File: src/hilbertPkg.sv
package hilbertPkg;

	// Number of filter taps. An odd count gives the filter an integer group delay.
	localparam int tapCount = 27;

	// Group delay of the filter in samples, which is also the index of the centre tap.
	localparam int groupDelay = (tapCount - 1) / 2;

	// Width of a signed input sample.
	localparam int inputWidth = 8;

	// Width of a signed output word and of a signed coefficient.
	localparam int dataWidth = 18;

	// Number of fraction bits carried by each coefficient.
	localparam int coeffFrac = 16;

	// Width of an index into the tap arrays, also used by the flush counter.
	localparam int countWidth = $clog2(tapCount);

	// Width of the full-precision sum of products.
	// It holds every product plus the growth from adding tapCount of them.
	localparam int accWidth = inputWidth + dataWidth + countWidth;

	// Index of the last table entry, where a coefficient load starts.
	localparam logic [countWidth-1:0] lastIndex = countWidth'(tapCount - 1);

	// Last value of the flush counter, so that tapCount-1 zeros are fed.
	localparam logic [countWidth-1:0] flushLast = countWidth'(tapCount - 2);

	// Hamming-windowed ideal Hilbert taps, 2/(pi*n) for odd offsets n from the centre.
	// Quantized with coeffFrac fraction bits.
	// Entries at the centre and at even offsets are zero, and the table is antisymmetric.
	// The sum of magnitudes is below 2.0, so a full-scale input cannot overflow dataWidth.
	localparam logic signed [dataWidth-1:0] coeffTable [0:tapCount-1] = '{
		-18'sd257,   18'sd0, -18'sd503,   18'sd0, -18'sd1292,  18'sd0,
		-18'sd2888,  18'sd0, -18'sd5867,  18'sd0, -18'sd12298, 18'sd0,
		-18'sd41164, 18'sd0,  18'sd41164, 18'sd0,  18'sd12298, 18'sd0,
		 18'sd5867,  18'sd0,  18'sd2888,  18'sd0,  18'sd1292,  18'sd0,
		 18'sd503,   18'sd0,  18'sd257
	};

	// Width of the top-level state register.
	localparam int stateWidth = 3;

	// Top-level states.
	// The machine waits in idle, loads coefficients, streams samples,
	// flushes the tail of the convolution and then reports completion in stop.
	localparam logic [stateWidth-1:0] idle      = 3'd0;
	localparam logic [stateWidth-1:0] loadCoeff = 3'd1;
	localparam logic [stateWidth-1:0] run       = 3'd2;
	localparam logic [stateWidth-1:0] flush     = 3'd3;
	localparam logic [stateWidth-1:0] stop      = 3'd4;

endpackage

File: src/hilbertCoeffRom.sv
`timescale 1ns/100ps

module hilbertCoeffRom (
	input  logic                                     clock,
	input  logic                                     rstN,
	input  logic                                     loadCoeff,
	output logic signed [hilbertPkg::dataWidth-1:0] coeffOut,
	output logic                                     coeffSetFlag
);

	// Table address.
	// It counts down from the last entry to entry 0 while a load is in progress.
	logic [hilbertPkg::countWidth-1:0] index;

	// Set once entry 0 has gone out, so the completion pulse lasts one clock
	// even if the load level is held high afterwards.
	logic loadFinished;

	// The table is a constant, so the lookup is plain combinational logic.
	// The filter samples this word on the same edge that moves the index.
	assign coeffOut = hilbertPkg::coeffTable[index];

	// Entry 0 is on the bus in this cycle, so this is the last shift of the load.
	assign coeffSetFlag = loadCoeff && (index == '0) && !loadFinished;

	always_ff @(posedge clock) begin
		if (!rstN) begin
			index <= hilbertPkg::lastIndex;
			loadFinished <= 1'b0;
		end else if (!loadCoeff) begin
			// Rearm between loads.
			// Every new load starts again from the last entry.
			index <= hilbertPkg::lastIndex;
			loadFinished <= 1'b0;
		end else if (index != '0) begin
			index <= index - 1'b1;
		end else begin
			// Hold at entry 0 until the load level drops.
			loadFinished <= 1'b1;
		end
	end

	// The top level leaves the load state on the pulse.
	// A second pulse would mean the sequencer restarted without being rearmed.
	assert property (@(posedge clock) disable iff (!rstN)
		coeffSetFlag |=> !coeffSetFlag)
		else $error("coeffSetFlag was high for two consecutive cycles");

endmodule

File: config.mk
export PLATFORM = sky130hd
export DESIGN_NAME = hilbertCoeffRom
export DESIGN_NICKNAME = d
export VERILOG_FILES = /design/src/hilbertPkg.sv /design/src/hilbertCoeffRom.sv
export SDC_FILE = /design/constraint.sdc
export NUM_CORES = 1
export LEC_CHECK = 0
export ABC_AREA = 1
export ABC_CLOCK_PERIOD_IN_PS = 1800
export BUFFER_PORTS_ARGS = -buffer_cell sky130_fd_sc_hd__buf_2
export CAP_MARGIN = 15
export CELL_PAD_IN_SITES_DETAIL_PLACEMENT = 2
export CELL_PAD_IN_SITES_GLOBAL_PLACEMENT = 2
export CORE_ASPECT_RATIO = 1.75
export CORE_MARGIN = 2
export CORE_UTILIZATION = 26
export DETAILED_ROUTE_END_ITERATION = 10
export GPL_TIMING_DRIVEN = 0
export PLACE_DENSITY = 0.77
export SYNTH_ARGS = -nofsm -noshare
export SYNTH_HDL_FRONTEND = slang
export SYNTH_SLANG_ARGS = --single-unit
File: constraint.sdc
create_clock -name clock -period 1.8 [get_ports clock]
set_input_delay 0.27 -clock clock [delete_from_list [all_inputs] [get_ports clock]]
set_output_delay 0.27 -clock clock [all_outputs]
set_load 0.01 [all_outputs]
==> flow_summary.json <==
{
  "status": "completed",
  "gp_congestion": 0.7932,
  "synth_cell_types": 21,
  "critPathCaptureType": "output port",
  "drv_cap": 0,
  "coreArea_um2": 2928,
  "yosysSeqAreaShare_pct": 15.07,
  "synth_edf_count": 0,
  "post_dp_cell_area_um2": 937.1,
  "hold_viol": 0,
  "holdPathStages": 3,
  "cts_root_buffer": "clkbuf_8",
  "cp-start-kind": "register",
  "die_h_um": 77.25,
  "vias_per_cell": 5.165,
  "rr_startpoint": "index[0]$_SDFFE_PN0P_",
  "syn-cell-area_um2": 797.0,
  "final_cell_count_no_fill": 188,
  "cp.arrival_ns": 1.47,
  "hp-class": "in -> reg",
  "netlist_instances": 132,
  "clk_path_buf_depth": 2,
  "power_density_nw_per_um2": 470.4,
  "ios": 22,
  "cts_made_buffers": 3,
  "postSynthNetCount": 140,
  "core.rowCount": 26,
  "slowest_stage": "dfxtp_4",
  "postCtsHoldBufs": 0,
  "design_area_um2": 1096,
  "clock_skew_ns": 0.0009177,
  "drive_gt1_share_pct": 36.88,
  "first_pass_iters": 3,
  "drc": 0,
  "crit_start": "index[1]$_SDFFE_PN1P_",
  "grt_usage_pct": 17.80,
  "synth-async-reset-ratio_pct": 0,
  "io_buffers": 21,
  "grt_pass1_wl_um": 4747,
  "detail-route-antenna-nets": 0,
  "cts_sinks": 6,
  "rr_worst_depth": 7,
  "hold_start": "rstN",
  "crit_chain": "inv_4, ha_4, nand2_2, o21ai_1, nand2_1, o21ai_2, buf_4, buf_6",
  "setup-tns-final_ns": 0,
  "finalSetupViolCount": 0,
  "dp_slack_ns": -0.2049,
  "drt_iter0_drc": 3,
  "slew_violations": 0,
  "insertion_delay_ns": 0.22,
  "worst_pin_slew_ns": 0.2698,
  "layout_worst_path_cycle_share_pct": 96.72,
  "cp.required_ns": 1.53,
  "timing.final.ws_setup_ns": 0.05897,
  "worstSetupPathType": "reg -> out",
  "irDropWorstVdd_uv": 463.4,
  "min_period_ns": 1.741,
  "dp_cells": 181,
  "cts_tree": "done",
  "grt_antenna_before_repair": 0,
  "crit_family": "flip-flops",
  "yosys_warnings": 0,
  "grt_max_degree": 11,
  "crit_fanout": 5,
  "max_slew_margin_pct": 81.95,
  "fmax_mhz": 574.4,
  "wl_per_cell_um": 15.48,
  "grt_pass1_vias": 1051,
  "clk_pin_slew_ns": 0.04,
  "die_area_um2": 3542,
  "cts_max_level": 1,
  "grt_overflow_total": 0,
  "start_util_pct": 27.22,
  "wl_um": 2910,
  "path_buf_inv": 3,
  "synth.avg_cell_area_um2": 6.038,
  "leakage_nw": 0.6056,
  "nNetsFinal": 170,
  "vias": 971,
  "diodes": 0,
  "ys_ff_latch": 6,
  "synth_ff_type": "dfxtp_1",
  "syn_to_final_growth_pct": 37.52,
  "cpPeakStageDelay_ns": 0.36,
  "path_depth": 8,
  "dp_hpwl_um": 2260,
  "die_width_um": 45.86
}
-- final timing paths --
| check | end | slack (ns) |
|---|---|---|
| worst min register to register | loadFinished$_SDFFE_PN0N_ | 0.46 |
| worst max-delay path | coeffOut[17] | 0.06 |
| worst max register to register | index[3]$_SDFFE_PN1P_ | 0.62 |
| worst min-delay path | loadFinished$_SDFFE_PN0N_ | 0.31 |
-- cell type report --
cell class | count | area [um^2]
inverters | 11 | 66.31
clock buffers | 3 | 41.29
plain buffers | 7 | 77.57
multi-input cells | 108 | 600.6
well taps | 28 | 35.03
fillers | 375 | 1832
flip-flops and latches | 6 | 127.6
repair buffers | 25 | 147.6
-- routing by layer --
| metal | GRT usage (%) | wire length, um | vias to the layer above |
|---|---|---|---|
| li1 | - | - | 472 |
| met1 | 17.92 | 984 | 475 |
| met2 | 35.28 | 1855 | 20 |
| met3 | 0.7059 | 45 | 4 |
| met4 | 5.143 | 25 | 0 |
| met5 | 0 | 0 | - |
-- Yosys cell counts, types with 2 or more instances --
library cell | count | area (um^2)
inv_6 | 3 | 26.28
nand2_2 | 2 | 12.51
buf_6 | 4 | 45.04
nand2_1 | 59 | 221.5
nand3_2 | 2 | 20.02
dfxtp_1 | 6 | 120.1
nor2_1 | 7 | 26.28
a21oi_1 | 5 | 25.02
buf_4 | 2 | 15.01
o21ai_0 | 5 | 25.02
nand3_1 | 16 | 80.08
inv_1 | 8 | 30.03
ha_1 | 5 | 62.56
-- cells in the final DEF (no fill, tap or decap) --
cell type	n
a21oi_1	5
and2_4	1
buf_2	19
buf_4	6
buf_6	5
buf_8	1
clkbuf_8	4
dfxtp_1	4
dfxtp_4	2
ha_1	2
ha_2	1
ha_4	2
inv_1	5
inv_2	1
inv_4	1
inv_6	3
inv_8	1
nand2_1	55
nand2_2	5
nand2_4	1
nand3_1	16
nand3_2	1
nand3_4	2
nand4_1	1
nor2_1	7
nor2_4	1
nor2_8	1
nor3_1	1
o21ai_0	3
o21ai_1	2
o21ai_2	1
-- through the flow --
stage	utilization, %	power (mW)	hold slack (ns)
after floorplan	-	0.2447	0.4095
after global placement	32.01	0.2863	0.4479
after detailed placement	32.01	0.2914	0.4585
after CTS	35.00	0.5080	0.3154
after global routing	37.44	0.5531	0.3234
final	37.44	0.5156	0.3123
-- report_power, final --
group | switching [mW] | internal, mW | total (mW)
sequential | 0.00642 | 0.137 | 0.144
clock | 0.0574 | 0.144 | 0.201
combinational | 0.104 | 0.0671 | 0.171
total | 0.168 | 0.348 | 0.516
-- logic make-up (layout without fill, tap and decap cells) --
kind of cell,Yosys count,count (layout),share of synthesized area (%)
simple gates,92,92,53.85
fa+ha+maj,5,5,7.849
flops,6,6,15.07
compound gates,11,11,6.906
buf+inv,18,46,16.33
-- tightest hold or removal path, delay by kind of cell --
family,cells,cell delay (ns)
AO/OA/AOI/OAI,1,0.04
buffers and inverters,1,0.10
AND/OR/NAND/NOR,1,0.08
-- timing repair --
action / 4_1_cts / 5_1_grt
cloned: 0 / 0
pin swaps: 0 / 3
setup endpoints to repair: 18 / 11
setup buffers: 1 / 3
gates resized for setup: 14 / 14
-- state kept, by name, summed over array words and instances (netlist names) --
name,cells
index,5
loadFinished,1
Power figures use the tool's default switching activity.
